**config.mk**
```make
export PLATFORM = sky130hd
export DESIGN_NAME = cpu_top
export DESIGN_NICKNAME = d
export VERILOG_FILES = /design/src/source/cpu_pkg.sv /design/src/source/cpu_top.sv /design/src/source/cpu_control.sv /design/src/source/cpu_regfile.sv /design/src/source/cpu_alu.sv
export SDC_FILE = /design/constraint.sdc
export NUM_CORES = 1
export LEC_CHECK = 0
export BUFFER_PORTS_ARGS = -buffer_cell sky130_fd_sc_hd__buf_2
export CAP_MARGIN = 20
export CELL_PAD_IN_SITES_DETAIL_PLACEMENT = 0
export CELL_PAD_IN_SITES_GLOBAL_PLACEMENT = 1
export CORE_MARGIN = 5
export CORE_UTILIZATION = 54
export CTS_BUF_LIST = sky130_fd_sc_hd__clkbuf_16
export CTS_CLUSTER_SIZE = 8
export DETAILED_ROUTE_END_ITERATION = 16
export PLACE_DENSITY = 0.89
export SETUP_SLACK_MARGIN = 0.15
export SLEW_MARGIN = 10
export SYNTH_ARGS = -nofsm -noshare
export SYNTH_HDL_FRONTEND = slang
export SYNTH_SLANG_ARGS = --single-unit
```
**constraint.sdc**
```tcl
create_clock -name clock -period 13.75 [get_ports clock]
set_clock_uncertainty 0.2 [all_clocks]
set_input_delay 0.6875 -clock clock [delete_from_list [all_inputs] [get_ports clock]]
set_output_delay 0.6875 -clock clock [all_outputs]
set_load 0.005 [all_outputs]
```
**src/source/cpu_pkg.sv**
```systemverilog
package cpu_pkg;

    // ------------------------------------------------------------
    // Widths
    // ------------------------------------------------------------
    localparam int WORD_W    = 16;
    localparam int BYTE_W    = 8;
    localparam int ADDR_W    = 16;
    localparam int FLAGS_W   = 12;
    localparam int REG_COUNT = 8;

    // Register indices as encoded in the opcode and ModRM
    localparam logic [2:0] REG_AX = 3'd0;
    localparam logic [2:0] REG_CX = 3'd1;
    localparam logic [2:0] REG_DX = 3'd2;
    localparam logic [2:0] REG_BX = 3'd3;
    localparam logic [2:0] REG_SP = 3'd4;
    localparam logic [2:0] REG_BP = 3'd5;
    localparam logic [2:0] REG_SI = 3'd6;
    localparam logic [2:0] REG_DI = 3'd7;

    // Flag bit positions
    localparam int CF = 0;
    localparam int PF = 2;
    localparam int AF = 4;
    localparam int ZF = 6;
    localparam int SF = 7;
    localparam int IF = 9;
    localparam int DF = 10;
    localparam int OF = 11;

    // ALU codes follow opcode bits 5:3
    localparam logic [2:0] ALU_ADD = 3'd0;
    localparam logic [2:0] ALU_OR  = 3'd1;
    localparam logic [2:0] ALU_ADC = 3'd2;
    localparam logic [2:0] ALU_SBB = 3'd3;
    localparam logic [2:0] ALU_AND = 3'd4;
    localparam logic [2:0] ALU_SUB = 3'd5;
    localparam logic [2:0] ALU_XOR = 3'd6;
    localparam logic [2:0] ALU_CMP = 3'd7;

    // Sequencer states
    localparam logic [2:0] ST_START = 3'd0;
    localparam logic [2:0] ST_LOAD  = 3'd1;
    localparam logic [2:0] ST_MODRM = 3'd2;
    localparam logic [2:0] ST_INSTR = 3'd3;
    localparam logic [2:0] ST_WBACK = 3'd4;
    localparam logic [2:0] ST_PUSH  = 3'd5;
    localparam logic [2:0] ST_POP   = 3'd6;

    // ------------------------------------------------------------
    // Register word seen whole or as two bytes
    // ------------------------------------------------------------
    typedef struct packed {
        logic [BYTE_W-1:0] hi;
        logic [BYTE_W-1:0] lo;
    } reg_bytes_t;

    typedef union packed {
        logic [WORD_W-1:0] word;
        reg_bytes_t        bytes;
    } reg_word_u;

endpackage
```
**src/source/cpu_top.sv**
```systemverilog
`timescale 1ns/1ps

module cpu_top (
    input  logic                        clock,
    input  logic                        i_rst_n,
    input  logic [cpu_pkg::BYTE_W-1:0]  i_data,     // Memory content at o_address
    output logic [cpu_pkg::ADDR_W-1:0]  o_address,
    output logic [cpu_pkg::BYTE_W-1:0]  o_data,
    output logic                        o_we
);

    logic [cpu_pkg::WORD_W-1:0]  regs [cpu_pkg::REG_COUNT];
    logic [cpu_pkg::FLAGS_W-1:0] flags;
    logic                        wb;
    logic [2:0]                  wb_reg;
    logic                        wb_size;
    logic [cpu_pkg::WORD_W-1:0]  wb_data;
    logic                        wf;
    logic [cpu_pkg::FLAGS_W-1:0] wb_flags;
    logic [2:0]                  alu_op;
    logic                        size;
    logic [cpu_pkg::WORD_W-1:0]  op1;
    logic [cpu_pkg::WORD_W-1:0]  op2;
    logic [2:0]                  cond;
    logic [cpu_pkg::WORD_W:0]    alu_result;
    logic [cpu_pkg::FLAGS_W-1:0] alu_flags;
    logic                        cond_met;

    cpu_control control_i (
        .clock(clock), .i_rst_n(i_rst_n),
        .i_mem_data(i_data), .o_mem_address(o_address), .o_mem_data(o_data), .o_mem_we(o_we),
        .i_regs(regs), .i_flags(flags),
        .o_wb(wb), .o_wb_reg(wb_reg), .o_wb_size(wb_size), .o_wb_data(wb_data),
        .o_wf(wf), .o_wb_flags(wb_flags),
        .o_alu_op(alu_op), .o_size(size), .o_op1(op1), .o_op2(op2), .o_cond(cond),
        .i_alu_result(alu_result), .i_alu_flags(alu_flags), .i_cond_met(cond_met)
    );

    cpu_regfile regfile_i (
        .clock(clock), .i_rst_n(i_rst_n),
        .i_wb(wb), .i_wb_reg(wb_reg), .i_wb_size(wb_size), .i_wb_data(wb_data),
        .i_wf(wf), .i_wb_flags(wb_flags),
        .o_regs(regs), .o_flags(flags)
    );

    cpu_alu alu_i (
        .i_alu_op(alu_op), .i_size(size), .i_op1(op1), .i_op2(op2),
        .i_flags(flags), .i_cond(cond),
        .o_result(alu_result), .o_flags(alu_flags), .o_cond_met(cond_met)
    );

endmodule

```
**src/source/cpu_control.sv**
```systemverilog
`timescale 1ns/1ps

module cpu_control (
    input  logic                        clock,
    input  logic                        i_rst_n,
    input  logic [cpu_pkg::BYTE_W-1:0]  i_mem_data,
    output logic [cpu_pkg::ADDR_W-1:0]  o_mem_address,
    output logic [cpu_pkg::BYTE_W-1:0]  o_mem_data,
    output logic                        o_mem_we,
    input  logic [cpu_pkg::WORD_W-1:0]  i_regs [cpu_pkg::REG_COUNT],
    input  logic [cpu_pkg::FLAGS_W-1:0] i_flags,
    output logic                        o_wb,
    output logic [2:0]                  o_wb_reg,
    output logic                        o_wb_size,
    output logic [cpu_pkg::WORD_W-1:0]  o_wb_data,
    output logic                        o_wf,
    output logic [cpu_pkg::FLAGS_W-1:0] o_wb_flags,
    output logic [2:0]                  o_alu_op,
    output logic                        o_size,
    output logic [cpu_pkg::WORD_W-1:0]  o_op1,
    output logic [cpu_pkg::WORD_W-1:0]  o_op2,
    output logic [2:0]                  o_cond,
    input  logic [cpu_pkg::WORD_W:0]    i_alu_result,
    input  logic [cpu_pkg::FLAGS_W-1:0] i_alu_flags,
    input  logic                        i_cond_met
);

    logic [cpu_pkg::ADDR_W-1:0]  ip;
    logic [cpu_pkg::ADDR_W-1:0]  ea;
    logic [cpu_pkg::BYTE_W-1:0]  opcode;
    logic [cpu_pkg::BYTE_W-1:0]  modrm;
    logic [cpu_pkg::BYTE_W-1:0]  data_out;
    logic [cpu_pkg::WORD_W-1:0]  op1;
    logic [cpu_pkg::WORD_W-1:0]  op2;
    logic [cpu_pkg::WORD_W-1:0]  wb_data;
    logic [cpu_pkg::FLAGS_W-1:0] wb_flags;
    logic [2:0]                  state;
    logic [2:0]                  fnext;     // State after WBACK or a stack access
    logic [2:0]                  alu;
    logic [2:0]                  wb_reg;
    logic [2:0]                  s_modrm;
    logic [1:0]                  s_instr;
    logic [1:0]                  s_wback;
    logic [1:0]                  s_stack;
    logic                        dir;       // 1 when reg is the destination
    logic                        size;      // 1 for word
    logic                        bus;       // Address from ea
    logic                        we;
    logic                        wb;
    logic                        wf;

    // Source register at byte or word width, bytes zero extended
    function automatic logic [cpu_pkg::WORD_W-1:0] src_reg(input logic [2:0] idx,
                                                           input logic wide);
        cpu_pkg::reg_word_u r;
        r.word = i_regs[wide ? idx : {1'b0, idx[1:0]}];
        if (wide)
            return r.word;
        return {8'h00, idx[2] ? r.bytes.hi : r.bytes.lo};
    endfunction

    assign o_mem_address = bus ? ea : ip;
    assign o_mem_data    = data_out;
    assign o_mem_we      = we;
    assign o_wb          = wb;
    assign o_wb_reg      = wb_reg;
    assign o_wb_size     = size;
    assign o_wb_data     = wb_data;
    assign o_wf          = wf;
    assign o_wb_flags    = wb_flags;
    assign o_alu_op      = alu;
    assign o_size        = size;
    assign o_op1         = op1;
    assign o_op2         = op2;
    assign o_cond        = opcode[3:1];

    always_ff @(posedge clock) begin
        if (!i_rst_n) begin
            state   <= cpu_pkg::ST_START;
            fnext   <= cpu_pkg::ST_START;
            ip      <= '0;
            bus     <= 1'b0;
            we      <= 1'b0;
            wb      <= 1'b0;
            wf      <= 1'b0;
            s_modrm <= '0;
            s_instr <= '0;
            s_wback <= '0;
            s_stack <= '0;
        end else begin
            wb <= 1'b0;
            wf <= 1'b0;
            case (state)
                // ------------------------------------------------------------
                cpu_pkg::ST_START: begin
                    state   <= cpu_pkg::ST_LOAD;
                    fnext   <= cpu_pkg::ST_START;
                    bus     <= 1'b0;
                    we      <= 1'b0;
                    s_modrm <= '0;
                    s_instr <= '0;
                    s_wback <= '0;
                    s_stack <= '0;
                end
                // Opcode fetch and decode ------------------------------------
                cpu_pkg::ST_LOAD: begin
                    opcode <= i_mem_data;
                    size   <= i_mem_data[0];
                    dir    <= i_mem_data[1];
                    alu    <= i_mem_data[5:3];
                    ip     <= ip + 1'b1;
                    casez (i_mem_data)
                        8'b00???0??,
                        8'b100010??: state <= cpu_pkg::ST_MODRM;  // ALU rm and MOV rm
                        8'b00???10?,
                        8'b0111????,
                        8'b1011????: state <= cpu_pkg::ST_INSTR;  // Immediate forms and Jcc
                        8'b0100????: begin                        // INC and DEC r16
                            state <= cpu_pkg::ST_INSTR;
                            alu   <= i_mem_data[3] ? cpu_pkg::ALU_SUB : cpu_pkg::ALU_ADD;
                            op1   <= i_regs[i_mem_data[2:0]];
                            op2   <= 16'd1;
                            size  <= 1'b1;
                        end
                        8'b01010???: begin
                            state   <= cpu_pkg::ST_PUSH;
                            wb_data <= i_regs[i_mem_data[2:0]];
                        end
                        8'b01011???: begin
                            state <= cpu_pkg::ST_POP;
                            fnext <= cpu_pkg::ST_INSTR;           // Register write after pop
                        end
                        8'b1111100?,
                        8'b1111101?,
                        8'b1111110?: begin                        // CLx and STx
                            state    <= cpu_pkg::ST_START;
                            wf       <= 1'b1;
                            wb_flags <= i_flags;
                            case (i_mem_data[2:1])
                                2'b00:   wb_flags[cpu_pkg::CF] <= i_mem_data[0];
                                2'b01:   wb_flags[cpu_pkg::IF] <= i_mem_data[0];
                                default: wb_flags[cpu_pkg::DF] <= i_mem_data[0];
                            endcase
                        end
                        default: state <= cpu_pkg::ST_START;      // Unsupported opcode skipped
                    endcase
                end
                // ModRM, displacement and memory operand ---------------------
                cpu_pkg::ST_MODRM: case (s_modrm)
                    3'd0: begin
                        modrm <= i_mem_data;
                        ip    <= ip + 1'b1;
                        op1   <= src_reg(dir ? i_mem_data[5:3] : i_mem_data[2:0], size);
                        op2   <= src_reg(dir ? i_mem_data[2:0] : i_mem_data[5:3], size);
                        case (i_mem_data[2:0])
                            3'd0: ea <= i_regs[cpu_pkg::REG_BX] + i_regs[cpu_pkg::REG_SI];
                            3'd1: ea <= i_regs[cpu_pkg::REG_BX] + i_regs[cpu_pkg::REG_DI];
                            3'd2: ea <= i_regs[cpu_pkg::REG_BP] + i_regs[cpu_pkg::REG_SI];
                            3'd3: ea <= i_regs[cpu_pkg::REG_BP] + i_regs[cpu_pkg::REG_DI];
                            3'd4: ea <= i_regs[cpu_pkg::REG_SI];
                            3'd5: ea <= i_regs[cpu_pkg::REG_DI];
                            3'd6: ea <= (i_mem_data[7:6] == 2'b00) ? '0 : i_regs[cpu_pkg::REG_BP];
                            3'd7: ea <= i_regs[cpu_pkg::REG_BX];
                        endcase
                        casez (i_mem_data)
                            8'b00???110: s_modrm <= 3'd2;         // Direct disp16
                            8'b00??????: begin
                                s_modrm <= 3'd4;
                                bus     <= 1'b1;
                            end
                            8'b01??????: s_modrm <= 3'd1;
                            8'b10??????: s_modrm <= 3'd2;
                            default:     state   <= cpu_pkg::ST_INSTR;  // Register operand
                        endcase
                    end
                    3'd1: begin                                   // disp8 sign extended
                        s_modrm <= 3'd4;
                        ip      <= ip + 1'b1;
                        ea      <= ea + {{8{i_mem_data[7]}}, i_mem_data};
                        bus     <= 1'b1;
                    end
                    3'd2: begin
                        s_modrm <= 3'd3;
                        ip      <= ip + 1'b1;
                        ea      <= ea + {8'h00, i_mem_data};
                    end
                    3'd3: begin
                        s_modrm    <= 3'd4;
                        ip         <= ip + 1'b1;
                        ea[15:8]   <= ea[15:8] + i_mem_data;
                        bus        <= 1'b1;
                    end
                    3'd4: begin                                   // Low byte of operand
                        if (dir)
                            op2 <= {8'h00, i_mem_data};
                        else
                            op1 <= {8'h00, i_mem_data};
                        if (size) begin
                            s_modrm <= 3'd5;
                            ea      <= ea + 1'b1;
                        end else begin
                            state <= cpu_pkg::ST_INSTR;
                        end
                    end
                    default: begin
                        if (dir)
                            op2[15:8] <= i_mem_data;
                        else
                            op1[15:8] <= i_mem_data;
                        ea    <= ea - 1'b1;                       // Back to the low byte
                        state <= cpu_pkg::ST_INSTR;
                    end
                endcase
                // Execute ----------------------------------------------------
                cpu_pkg::ST_INSTR: casez (opcode)
                    8'b00???0??: begin
                        wb_data  <= i_alu_result[15:0];
                        wb_flags <= i_alu_flags;
                        wf       <= 1'b1;
                        state    <= (alu != cpu_pkg::ALU_CMP) ? cpu_pkg::ST_WBACK
                                                              : cpu_pkg::ST_START;
                    end
                    8'b00???10?: case (s_instr)                   // ALU with AL or AX
                        2'd0: begin
                            op1     <= src_reg(cpu_pkg::REG_AX, size);
                            op2     <= {8'h00, i_mem_data};
                            ip      <= ip + 1'b1;
                            s_instr <= size ? 2'd1 : 2'd2;
                        end
                        2'd1: begin
                            op2[15:8] <= i_mem_data;
                            ip        <= ip + 1'b1;
                            s_instr   <= 2'd2;
                        end
                        default: begin
                            wb_data  <= i_alu_result[15:0];
                            wb_flags <= i_alu_flags;
                            wb_reg   <= cpu_pkg::REG_AX;
                            wb       <= (alu != cpu_pkg::ALU_CMP);
                            wf       <= 1'b1;
                            state    <= cpu_pkg::ST_START;
                        end
                    endcase
                    8'b1011????: begin                            // MOV r with immediate
                        ip <= ip + 1'b1;
                        if (s_instr == 2'd0) begin
                            wb_data <= {8'h00, i_mem_data};
                            wb_reg  <= opcode[2:0];
                            wb      <= ~opcode[3];
                            size    <= opcode[3];
                            s_instr <= 2'd1;
                            if (!opcode[3])
                                state <= cpu_pkg::ST_START;
                        end else begin
                            wb_data[15:8] <= i_mem_data;
                            wb            <= 1'b1;
                            state         <= cpu_pkg::ST_START;
                        end
                    end
                    8'b100010??: begin
                        wb_data <= op2;
                        state   <= cpu_pkg::ST_WBACK;
                    end
                    8'b0111????: begin                            // Jcc with low bit inverting
                        if (i_cond_met ^ opcode[0])
                            ip <= ip + 1'b1 + {{8{i_mem_data[7]}}, i_mem_data};
                        else
                            ip <= ip + 1'b1;
                        state <= cpu_pkg::ST_START;
                    end
                    8'b0100????: begin
                        wb_data               <= i_alu_result[15:0];
                        wb_flags              <= i_alu_flags;
                        wb_flags[cpu_pkg::CF] <= i_flags[cpu_pkg::CF];  // CF untouched
                        wb_reg                <= opcode[2:0];
                        wb                    <= 1'b1;
                        wf                    <= 1'b1;
                        state                 <= cpu_pkg::ST_START;
                    end
                    8'b01011???: begin                            // Value already in wb_data
                        wb_reg <= opcode[2:0];
                        wb     <= 1'b1;
                        state  <= cpu_pkg::ST_START;
                    end
                    default: state <= cpu_pkg::ST_START;
                endcase
                // Result to register or memory -------------------------------
                cpu_pkg::ST_WBACK: case (s_wback)
                    2'd0: begin
                        if (dir || modrm[7:6] == 2'b11) begin
                            wb_reg <= dir ? modrm[5:3] : modrm[2:0];
                            wb     <= 1'b1;
                            bus    <= 1'b0;
                            state  <= fnext;
                        end else begin
                            data_out <= wb_data[7:0];
                            we       <= 1'b1;
                            s_wback  <= 2'd1;
                        end
                    end
                    2'd1: begin
                        if (size) begin
                            ea       <= ea + 1'b1;
                            data_out <= wb_data[15:8];
                            s_wback  <= 2'd2;
                        end else begin
                            we    <= 1'b0;
                            bus   <= 1'b0;
                            state <= fnext;
                        end
                    end
                    default: begin
                        we    <= 1'b0;
                        bus   <= 1'b0;
                        state <= fnext;
                    end
                endcase
                // Stack ------------------------------------------------------
                cpu_pkg::ST_PUSH: case (s_stack)
                    2'd0: begin
                        ea       <= i_regs[cpu_pkg::REG_SP] - 16'd2;
                        bus      <= 1'b1;
                        data_out <= wb_data[7:0];
                        we       <= 1'b1;
                        s_stack  <= 2'd1;
                    end
                    2'd1: begin
                        ea       <= ea + 1'b1;
                        data_out <= wb_data[15:8];
                        wb_data  <= i_regs[cpu_pkg::REG_SP] - 16'd2;  // New SP
                        wb_reg   <= cpu_pkg::REG_SP;
                        wb       <= 1'b1;
                        size     <= 1'b1;
                        s_stack  <= 2'd2;
                    end
                    default: begin
                        we      <= 1'b0;
                        bus     <= 1'b0;
                        s_stack <= 2'd0;
                        state   <= fnext;
                    end
                endcase
                cpu_pkg::ST_POP: case (s_stack)
                    2'd0: begin
                        ea      <= i_regs[cpu_pkg::REG_SP];
                        bus     <= 1'b1;
                        wb_data <= i_regs[cpu_pkg::REG_SP] + 16'd2;
                        wb_reg  <= cpu_pkg::REG_SP;
                        wb      <= 1'b1;
                        size    <= 1'b1;
                        s_stack <= 2'd1;
                    end
                    2'd1: begin
                        wb_data[7:0] <= i_mem_data;
                        ea           <= ea + 1'b1;
                        s_stack      <= 2'd2;
                    end
                    default: begin
                        wb_data[15:8] <= i_mem_data;
                        bus           <= 1'b0;
                        s_stack       <= 2'd0;
                        state         <= fnext;
                    end
                endcase
                default: state <= cpu_pkg::ST_START;
            endcase
        end
    end

endmodule

```
**src/source/cpu_regfile.sv**
```systemverilog
`timescale 1ns/1ps

module cpu_regfile (
    input  logic                        clock,
    input  logic                        i_rst_n,
    input  logic                        i_wb,
    input  logic [2:0]                  i_wb_reg,
    input  logic                        i_wb_size,
    input  logic [cpu_pkg::WORD_W-1:0]  i_wb_data,
    input  logic                        i_wf,
    input  logic [cpu_pkg::FLAGS_W-1:0] i_wb_flags,
    output logic [cpu_pkg::WORD_W-1:0]  o_regs [cpu_pkg::REG_COUNT],
    output logic [cpu_pkg::FLAGS_W-1:0] o_flags
);

    logic [2:0]         target;     // Byte writes land in AX to BX
    cpu_pkg::reg_word_u merged;

    assign target = i_wb_size ? i_wb_reg : {1'b0, i_wb_reg[1:0]};

    // Merge a byte into the current word
    always_comb begin
        merged.word = o_regs[target];
        if (i_wb_size)
            merged.word = i_wb_data;
        else if (i_wb_reg[2])
            merged.bytes.hi = i_wb_data[7:0];
        else
            merged.bytes.lo = i_wb_data[7:0];
    end

    always_ff @(posedge clock) begin
        if (!i_rst_n) begin
            for (int i = 0; i < cpu_pkg::REG_COUNT; i++)
                o_regs[i] <= '0;
            o_flags <= '0;
        end else begin
            if (i_wb)
                o_regs[target] <= merged.word;
            if (i_wf)
                o_flags <= i_wb_flags;
        end
    end

endmodule

```
**src/source/cpu_alu.sv**
```systemverilog
`timescale 1ns/1ps

module cpu_alu (
    input  logic [2:0]                  i_alu_op,
    input  logic                        i_size,
    input  logic [cpu_pkg::WORD_W-1:0]  i_op1,
    input  logic [cpu_pkg::WORD_W-1:0]  i_op2,
    input  logic [cpu_pkg::FLAGS_W-1:0] i_flags,
    input  logic [2:0]                  i_cond,
    output logic [cpu_pkg::WORD_W:0]    o_result,   // Carry in the top bit
    output logic [cpu_pkg::FLAGS_W-1:0] o_flags,
    output logic                        o_cond_met
);

    logic [cpu_pkg::WORD_W:0] a;
    logic [cpu_pkg::WORD_W:0] b;
    logic [cpu_pkg::WORD_W:0] cin;
    logic                     sign_a;
    logic                     sign_b;
    logic                     sign_r;
    logic [7:0]               conds;

    assign a      = {1'b0, i_op1};
    assign b      = {1'b0, i_op2};
    assign cin    = {16'h0000, i_flags[cpu_pkg::CF]};
    assign sign_a = i_size ? i_op1[15] : i_op1[7];
    assign sign_b = i_size ? i_op2[15] : i_op2[7];
    assign sign_r = i_size ? o_result[15] : o_result[7];

    always_comb begin
        case (i_alu_op)
            cpu_pkg::ALU_ADD: o_result = a + b;
            cpu_pkg::ALU_OR:  o_result = a | b;
            cpu_pkg::ALU_ADC: o_result = a + b + cin;
            cpu_pkg::ALU_SBB: o_result = a - b - cin;
            cpu_pkg::ALU_AND: o_result = a & b;
            cpu_pkg::ALU_XOR: o_result = a ^ b;
            default:          o_result = a - b;           // SUB and CMP
        endcase
    end

    // ------------------------------------------------------------
    // Flags
    // ------------------------------------------------------------
    always_comb begin
        o_flags = i_flags;
        o_flags[cpu_pkg::CF] = i_size ? o_result[16] : o_result[8];
        o_flags[cpu_pkg::AF] = i_op1[4] ^ i_op2[4] ^ o_result[4];
        case (i_alu_op)
            cpu_pkg::ALU_ADD,
            cpu_pkg::ALU_ADC: o_flags[cpu_pkg::OF] = ~(sign_a ^ sign_b) & (sign_a ^ sign_r);
            cpu_pkg::ALU_SUB,
            cpu_pkg::ALU_SBB,
            cpu_pkg::ALU_CMP: o_flags[cpu_pkg::OF] = (sign_a ^ sign_b) & (sign_a ^ sign_r);
            default: begin
                o_flags[cpu_pkg::OF] = 1'b0;              // Logic ops clear OF and CF
                o_flags[cpu_pkg::CF] = 1'b0;
                o_flags[cpu_pkg::AF] = 1'b0;
            end
        endcase
        o_flags[cpu_pkg::SF] = sign_r;
        o_flags[cpu_pkg::ZF] = i_size ? (o_result[15:0] == '0) : (o_result[7:0] == '0);
        o_flags[cpu_pkg::PF] = ~^o_result[7:0];
    end

    // Jcc base conditions by opcode bits 3:1
    assign conds = {
        (i_flags[cpu_pkg::SF] ^ i_flags[cpu_pkg::OF]) | i_flags[cpu_pkg::ZF],  // LE
        i_flags[cpu_pkg::SF] ^ i_flags[cpu_pkg::OF],                           // L
        i_flags[cpu_pkg::PF],
        i_flags[cpu_pkg::SF],
        i_flags[cpu_pkg::CF] | i_flags[cpu_pkg::ZF],                           // BE
        i_flags[cpu_pkg::ZF],
        i_flags[cpu_pkg::CF],
        i_flags[cpu_pkg::OF]
    };
    assign o_cond_met = conds[i_cond];

endmodule

```
Yosys cells after proc, flatten, opt, wreduce, memory -nomap -nowiden. Index checks and enable logic that the tools add are counted.

Reductions and logical operators: 67. $lt $le $gt $ge: 6. Multiplexer cells: 174. Bitwise gates (word level): 19. Add/sub/neg operators: 17. Equal/unequal tests: 99.

Operators by type and width (count): 16-bit 2-to-1 mux (33); 16-bit binary-select mux with 3-bit select (4); 16-bit case mux with 3 select lines (4); 16-bit case mux with 4 select lines (3); 128-bit bitwise mux (1); 16-bit case mux with 8 select lines (1); 8-bit case mux with 2 select lines (8); 17-bit case mux with 6 select lines (1); 16-bit adder (6); 8-bit 2-to-1 mux (10); 8-bit case mux with 5 select lines (2); 3-bit 2-to-1 mux (26); 16-bit case mux with 2 select lines (2); 16-bit demux with 3-bit select (1); 3-bit case mux with 4 select lines (4); 8-bit case mux with 3 select lines (2); 1-bit 2-to-1 mux (37); 3-bit == test, second input constant (12); 12-bit case mux with 3 select lines (1); 3-bit != test, second input constant (11); 16-bit by 1-bit adder with 16-bit output, second input constant (2); 2-bit case mux with 2 select lines (7); 7-bit AND reduction (4); 3-bit by 2-bit != test with 1-bit output, second input constant (9); 70 further kinds (191).

Bits in registers: 283. Input port bits: 10. Output and inout bits: 25.

Longest topological paths before layout. Gate-level depths: netlist of the first run.

Depth in word-level cells: 10. Gate-level depth with buffers: 21. Depth with buffers taken out: 19.

Hierarchy. Synthesis of the first run repeated with hierarchy kept, for this count alone.

Cell total of the unflattened synthesis: 3256. Area, all modules: 27471.3 um^2.

By module, submodules not included: cpu_control (area each 17301.6 um^2, cells an instance 2009, instances 1); cpu_regfile (area each 5816.8 um^2, cells an instance 617, instances 1); cpu_alu (area each 4352.9 um^2, cells an instance 630, instances 1).

Least setup slack after synthesis of the first run. Ideal clock, no wire load.

Kind: input to register. Start: input i_data[0] (netlist bit). End: register control_i.ea[14] (netlist bit), data pin. Arrival time: 4748 ps. Stages on the path: 21. Slack: 8654 ps. Cell sequence: clkbuf_1 -> nor2_1 -> and2_1 -> clkbuf_1 -> clkbuf_1 -> mux2_2 -> ha_1 -> inv_1 -> fa_1 -> nor2b_1 -> o21ai_0 -> a21boi_0 -> o21bai_1 -> a21boi_0 -> o21ai_0 -> a21oi_1 -> o41ai_1 -> mux2i_1 -> a21oi_1 -> a2111oi_0 -> a2bb2oi_1.

Word-level cells in the longest chain between the ends: 4.

Ends and longest elaborated chain: start: declaration (RTL line cpu_top.sv:6) `input logic [cpu_pkg::BYTE_W-1:0] i_data,`; parallel branches: the longest is 2 deep, another holds 16-bit by 8-bit adder with 16-bit output; 8-bit case mux with 5 select lines (*) (RTL line cpu_control.sv:149) `cpu_pkg::ST_MODRM: case (s_modrm)`; 16-bit case mux with 4 select lines (*) (RTL line cpu_control.sv:93) `case (state)`; end signal: assignment (RTL line cpu_control.sv:156) `3'd0: ea <= i_regs[cpu_pkg::REG_BX] + i_regs[cpu_pkg::REG_SI];`; end signal: assignment (RTL line cpu_control.sv:157) `3'd1: ea <= i_regs[cpu_pkg::REG_BX] + i_regs[cpu_pkg::REG_DI];`; end signal: assignment (RTL line cpu_control.sv:158) `3'd2: ea <= i_regs[cpu_pkg::REG_BP] + i_regs[cpu_pkg::REG_SI];`; end: declaration (RTL line cpu_control.sv:29) `logic [cpu_pkg::ADDR_W-1:0] ea;`.

Every way passes the cells marked *. A chain may end at the register's enable or synchronous reset.

Worst setup path in the final report of the first run.
Start: input i_data[2] (netlist bit). End: register control_i.ea[14] (netlist bit), data pin.

Same word-level chain as after synthesis.

==> out/metrics.cfg, run 1 <==
[outcome]
status = finished clean

[clock_tree]
cts-root-buf = clkbuf_16
clock_path_buffers = 3
htree_levels = 2
cts_tree = done
cts_hold_buffers = 0
clkSlewWorstSetupHoldPaths_ns = 0.05
numCtsBuffers = 40
clkSinkCount = 265
post_cts_resized = 0
cts_setup_buffers = 0
clkLatencyLatePin_ns = 0.58

[timing]
tns_ns = 0
final-max-slew-violation-count = 0
min_period_over_period_pct = 45.0
min_period_ns = 6.19
rsz0062_at_grt = no
max_slew_margin_pct = 20.4
whs_ns = 0.279
fmax_mhz = 162
hold_viol = 0
max_slew.worst_pin.slew_ns = 1.19
finalSetupViolCount = 0

[place]
port-buffer-count = 34
dp.final_hpwl_mm = 74.4
place_congestion = 1.04

[logic_synthesis]
synth-xor-area-share_pct = 5.89
synth_compound_area_share_pct = 23.6
synthDistinctLibCells = 95
synth_area_mm2 = 0.0257
syn_area_per_cell_um2 = 8.27
synth-seq-cells = 265
synthFlopType = dfxtp_1
synthSimpleGateAreaFrac_pct = 17.7
ys_seq_area_share_pct = 24.5
synth_most_common_cell = nand2_1
synth_edf_count = 99
syn_nets = 3262
synth_area_leaders = dfxtp_1 13%, edfxtp_1 12%, mux4_2 9.9%
yosysTopAreaCellShare_pct = 12.9
async_reset_ff_share_pct = 0
synthMuxAreaShare_pct = 16.1
ys_warn_count = 0
synth_common_cells = 393 x nand2_1, 283 x a21oi_1, 259 x nor2_1
synth_area_leader_cell = dfxtp_1
synthAdderAreaFrac_pct = 7.22
synth_top_family_by_area = compound AO/OA/AOI/OAI gates
postSynthCellCount = 3108

[layout]
largest_reg_flops = 128
syn2layout_area_growth_pct = 7.00
nets = 3166
drive_gt1_share_pct = 12.7
top_register = regfile_i.o_regs

[drt]
wirelength_mm = 104
wire_per_inst_um = 28.5
vias = 25900
first_iter_violations = 3745
route.detailed.drc = 0
ant_nets = 0
via_per_inst = 7.11
drt-pass1-iter-count = 7

[critical_path]
cp.required_ns = 13.97
cp_max_fo = 49
worst_ep_arrival_time_ns = 6.41
rrSetupSlack_ns = 8.11
cp-start-kind = primary input
r2r_cells = 17
endpoint_kind = flop
r2r_end = control_i.o_wb_flags[6]
crit_start = i_data[2]
r2r-start = control_i.o_op2[0]
crit_type = primary input to flop
endpoint = control_i.ea[14]

[die]
die-area_mm2 = 0.0520
die_x_um = 228
core-area_mm2 = 0.0474
fp-row-count = 80
initial_utilization_pct = 54.1
io_pins = 35
fp.dieH_um = 228

[global_route]
track_usage_pct = 37.9
grt_max_degree = 110
grt_pass1_vias = 24300
overflow = 0
grt_pass1_wl_mm = 154
antenna_found_initial = 0

[worst_hold_path]
hold_path_class = flop to flop
min-delay-start = control_i.fnext[0]

[power]
p_leak_nw = 10.2
vdd_ir_drop_max_mv = 0.0996
p_per_area_mw_per_mm2 = 131
power_mw = 3.59

[flow_run]
maxCapViolCount = 0

## cell families after synthesis
family,Yosys count
AND/OR/NAND/NOR,1006
flip-flops,265
multiplexers,263
adder cells (fa/ha/maj),144
buffers and inverters,336
AO/OA/AOI/OAI,925
XOR/XNOR,169
## cell usage in the layout, fill, tap and decap left out, types with 81 or more instances in the layout
cell type,count
inv_1,109
o21ai_0,177
a21oi_1,283
mux4_2,113
dfxtp_1,166
ha_1,137
a211oi_1,95
nand2_1,393
edfxtp_1,99
nor2_1,259
xnor2_1,101
nand3_1,81
## worst max-delay path, stage by stage
cell and delay, ns:
buf_2 0.18, buf_4 0.41, nor2b_1 0.83, nand2_1 0.71, mux2_2 0.40, ha_1 0.16
inv_1 0.06, fa_1 0.42, nor2b_1 0.12, o21ai_0 0.11, a21boi_0 0.28, o21ai_0 0.16
a21oi_1 0.24, o2111a_1 0.23, nor2_1 0.06, a21oi_1 0.32, a31oi_1 0.16, xor2_1 0.16
a2111oi_0 0.48, a2bb2oi_1 0.19
## worst min path at each step
stage,slack [ns],cells after the start,to
detailed placement,0.26,2,control_i.fnext[0]
CTS,0.28,2,control_i.fnext[0]
global route,0.30,1,control_i.opcode[2]
finish,0.28,2,control_i.fnext[0]
global placement,0.25,2,control_i.fnext[0]
floorplan,0.24,2,control_i.fnext[0]
## power by group
group	internal [mW]	switching, mW
registers	0.910	0.124
clock network	0.522	0.381
logic	0.575	1.08
## metal layers
metal	track usage, %	vias to the layer above	part of all wire (%)
li1	-	11400	-
met1	51.1	12400	38
met2	58.0	1786	43
met3	7.92	321	12
met4	19.1	0	6.0
met5	0	-	0
## area by class of cell
class	count	area [um2]
antenna	1	2.50
clock buffer	40	1000
clock inverter	22	128
fill	4350	20000
inverter	97	367
multi-input combinational	2507	18200
sequential	265	6300
tap	615	769
timing repair buffer	101	694
## metrics by stage
stage	cell area [um2]	setup slack (ns)	utilization, %	std cells
4_1_cts	27400	7.70	57.8	3643
2_1_floorplan	25700	8.65	-	3108
3_3_place_gp	26300	7.23	55.4	3578
6_report	27500	7.56	57.9	3648
3_5_place_dp	26300	7.13	55.4	3581
5_1_grt	27500	7.15	57.9	3647
(Power assumes the default switching activity.)
==> run 2: changes to the inputs <==
Settings changed: ABC_AREA set to 1, CORE_UTILIZATION 54 to 42, PLACE_DENSITY 0.89 to 0.79.
Clock period 13.75 ns to 5.39 ns, I/O delays scaled along.
==> run 2 against run 1 <==
Net effect:
- setup slack got worse by 6.2 ns
- global-route usage decreased by 3.0 points
- clock power grew to 2.6 times the previous value
- first-iteration DRC count rose by 24%
- count of clock-buffer cells in the layout stayed put
- combinational power increased to 2.6 times the previous value
- via count rose by 19%
- critical path type is now flop to flop
- largest power group unchanged
==> out/metrics.cfg, run 2 <==
[critical_path]
worst_ep_arrival_time_ns = 4.25
cp.required_ns = 5.61
endpoint_kind = flop
worstPathCellList = inv_1 -> ha_1 -> inv_1 -> a21oi_1 -> nand3_1 -> nand2_4 -> o21ai_0 -> nand3_1 -> o21ai_0 -> nor4_1 -> ha_1 -> xor2_1 -> or2_2 -> a31oi_1
max_stage_delay_ns = 0.65
cp_max_fo = 11
crit_family = simple AND/OR/NAND/NOR gates
rrSetupSlack_ns = 1.36
critPathBufInv = 2
crit_slowest_cell = nor4_1
crit_type = flop to flop
cp-start-kind = flop

[clock_tree]
numCtsBuffers = 40
htree_levels = 2
post_cts_resized = 0
clkSinkCount = 265
clock_path_buffers = 3
cts_tree = done
cts-root-buf = clkbuf_16
clkLatencyLatePin_ns = 0.58
clkSlewWorstSetupHoldPaths_ns = 0.06

[timing]
rsz0062_at_grt = no
finalSetupViolCount = 0
max_slew.worst_pin.slew_ns = 1.07
max_slew_margin_pct = 26.9
hold_viol = 0
tns_ns = 0
fmax_mhz = 248
min_period_ns = 4.03
min_period_over_period_pct = 74.8
final-max-slew-violation-count = 0

[layout]
mostFrequentLayoutCells = 744 x nand2_1, 590 x inv_1, 541 x o21ai_0
syn2layout_area_growth_pct = 7.96
fin_util_pct = 45.5
top_register = regfile_i.o_regs
mostFrequentLayoutCell = nand2_1
fillers = 6808
antenna_cells = 0
nets = 4289
largest_reg_flops = 128
drive_gt1_share_pct = 6.76

[logic_synthesis]
ys_warn_count = 0
synthDistinctLibCells = 70
postSynthCellCount = 4187
synth_most_common_cell = nand2_1
syn_nets = 4341
synth-seq-cells = 265
syn_area_per_cell_um2 = 6.31
synth_edf_count = 99
synth_area_mm2 = 0.0264
synth_common_cells = 744 x nand2_1, 573 x inv_1, 543 x o21ai_0
yosysTopAreaCellShare_pct = 12.6
synth_area_leader_cell = dfxtp_1
ys_seq_area_share_pct = 23.8
synth_area_leaders = dfxtp_1 13%, edfxtp_1 11%, nand2_1 11%
synthFlopType = dfxtp_1
async_reset_ff_share_pct = 0

[die]
fp.dieH_um = 261
fp-row-count = 92
core-area_mm2 = 0.0627
die-area_mm2 = 0.0680
die_x_um = 261
initial_utilization_pct = 42.1
io_pins = 35

[global_route]
grt_pass1_wl_mm = 181
grt_pass1_vias = 27800
grt_max_degree = 85
antenna_found_initial = 3
track_usage_pct = 34.9
overflow = 0

[flow_run]
maxCapViolCount = 0

[drt]
wire_per_inst_um = 24.8
route.detailed.drc = 0
drt-pass1-iter-count = 6
via_per_inst = 6.15
vias = 30800
first_iter_violations = 4661
wirelength_mm = 124
ant_nets = 0

[outcome]
status = finished clean

[worst_hold_path]
hold_path_class = primary input to flop

[power]
p_leak_nw = 12.3
p_per_area_mw_per_mm2 = 324
vdd_ir_drop_max_mv = 0.209

[place]
place_congestion = 1.08
port-buffer-count = 34
dp.final_hpwl_mm = 95.5

run 2: path summary, 6_finish.rpt:
path	start	endpoint	cells after the start
worst max-delay path	control_i.o_op2[2]	control_i.o_wb_flags[2]	14
worst max register to register	control_i.o_op2[2]	control_i.o_wb_flags[2]	14
worst min register to register	control_i.o_mem_we	control_i.o_mem_we	2
worst min-delay path	i_data[6]	control_i.modrm[6]	1
run 2: layout make-up:
cell class | instances | area [um2] | area share (%)
Tap cell | 846 | 1060 | 3.71
Sequential cell | 265 | 6300 | 22.1
Multi-Input combinational cell | 3107 | 17000 | 59.6
Timing Repair Buffer | 106 | 734 | 2.58
Clock inverter | 24 | 130 | 0.456
Inverter | 615 | 2310 | 8.09
Clock buffer | 40 | 1000 | 3.51
run 2: report_power, final:
| group | switching [mW] | internal (mW) |
|---|---|---|
| registers | 0.237 | 2.32 |
| clock network | 1.01 | 1.34 |
| logic | 3.08 | 1.25 |
run 2: cells by family after synthesis:
family,share of synthesized area (%)
AO/OA/AOI/OAI,30.5
XOR/XNOR,2.25
multiplexers,0.388
adder cells (fa/ha/maj),7.02
flip-flops,23.8
buffers and inverters,12.0
AND/OR/NAND/NOR,24.1
run 2: worst reg2reg max path, stage by stage, from the launching register on:
cell      delay (ns)
edfxtp_1        0.35
inv_1           0.11
ha_1            0.63
inv_1           0.15
a21oi_1         0.24
nand3_1         0.15
nand2_4         0.15
o21ai_0         0.09
nand3_1         0.09
o21ai_0         0.08
nor4_1          0.65
ha_1            0.38
xor2_1          0.16
or2_2           0.30
a31oi_1         0.15
run 2: metal layers:
| layer | vias to the layer above | global-route usage, % | wire (um) |
|---|---|---|---|
| met3 | 378 | 7.44 | 13500 |
| met4 | 4 | 14.5 | 6350 |
| met1 | 14300 | 47.6 | 51100 |
| met2 | 1809 | 53.7 | 53000 |
| met5 | - | 0 | 39 |
| li1 | 14300 | - | - |
run 2: through the flow:
step	setup WS, ns	total power, mW	std cells	area, um2	hold WS (ns)
finish	1.36	9.23	5003	28500	0.0490
global route	0.935	9.72	5003	28500	0.0188
CTS	1.37	9.08	5001	28500	0.00967
detailed placement	0.887	6.74	4934	27300	0.249
global placement	1.01	6.74	4933	27300	0.247
floorplan	1.46	5.38	4187	26400	0.168
run 2: repair_timing:
item / in CTS / in global routing
endpoints found under the hold margin: 5 / 0
buffers inserted: 0 / 0
hold buffers: 3 / 0
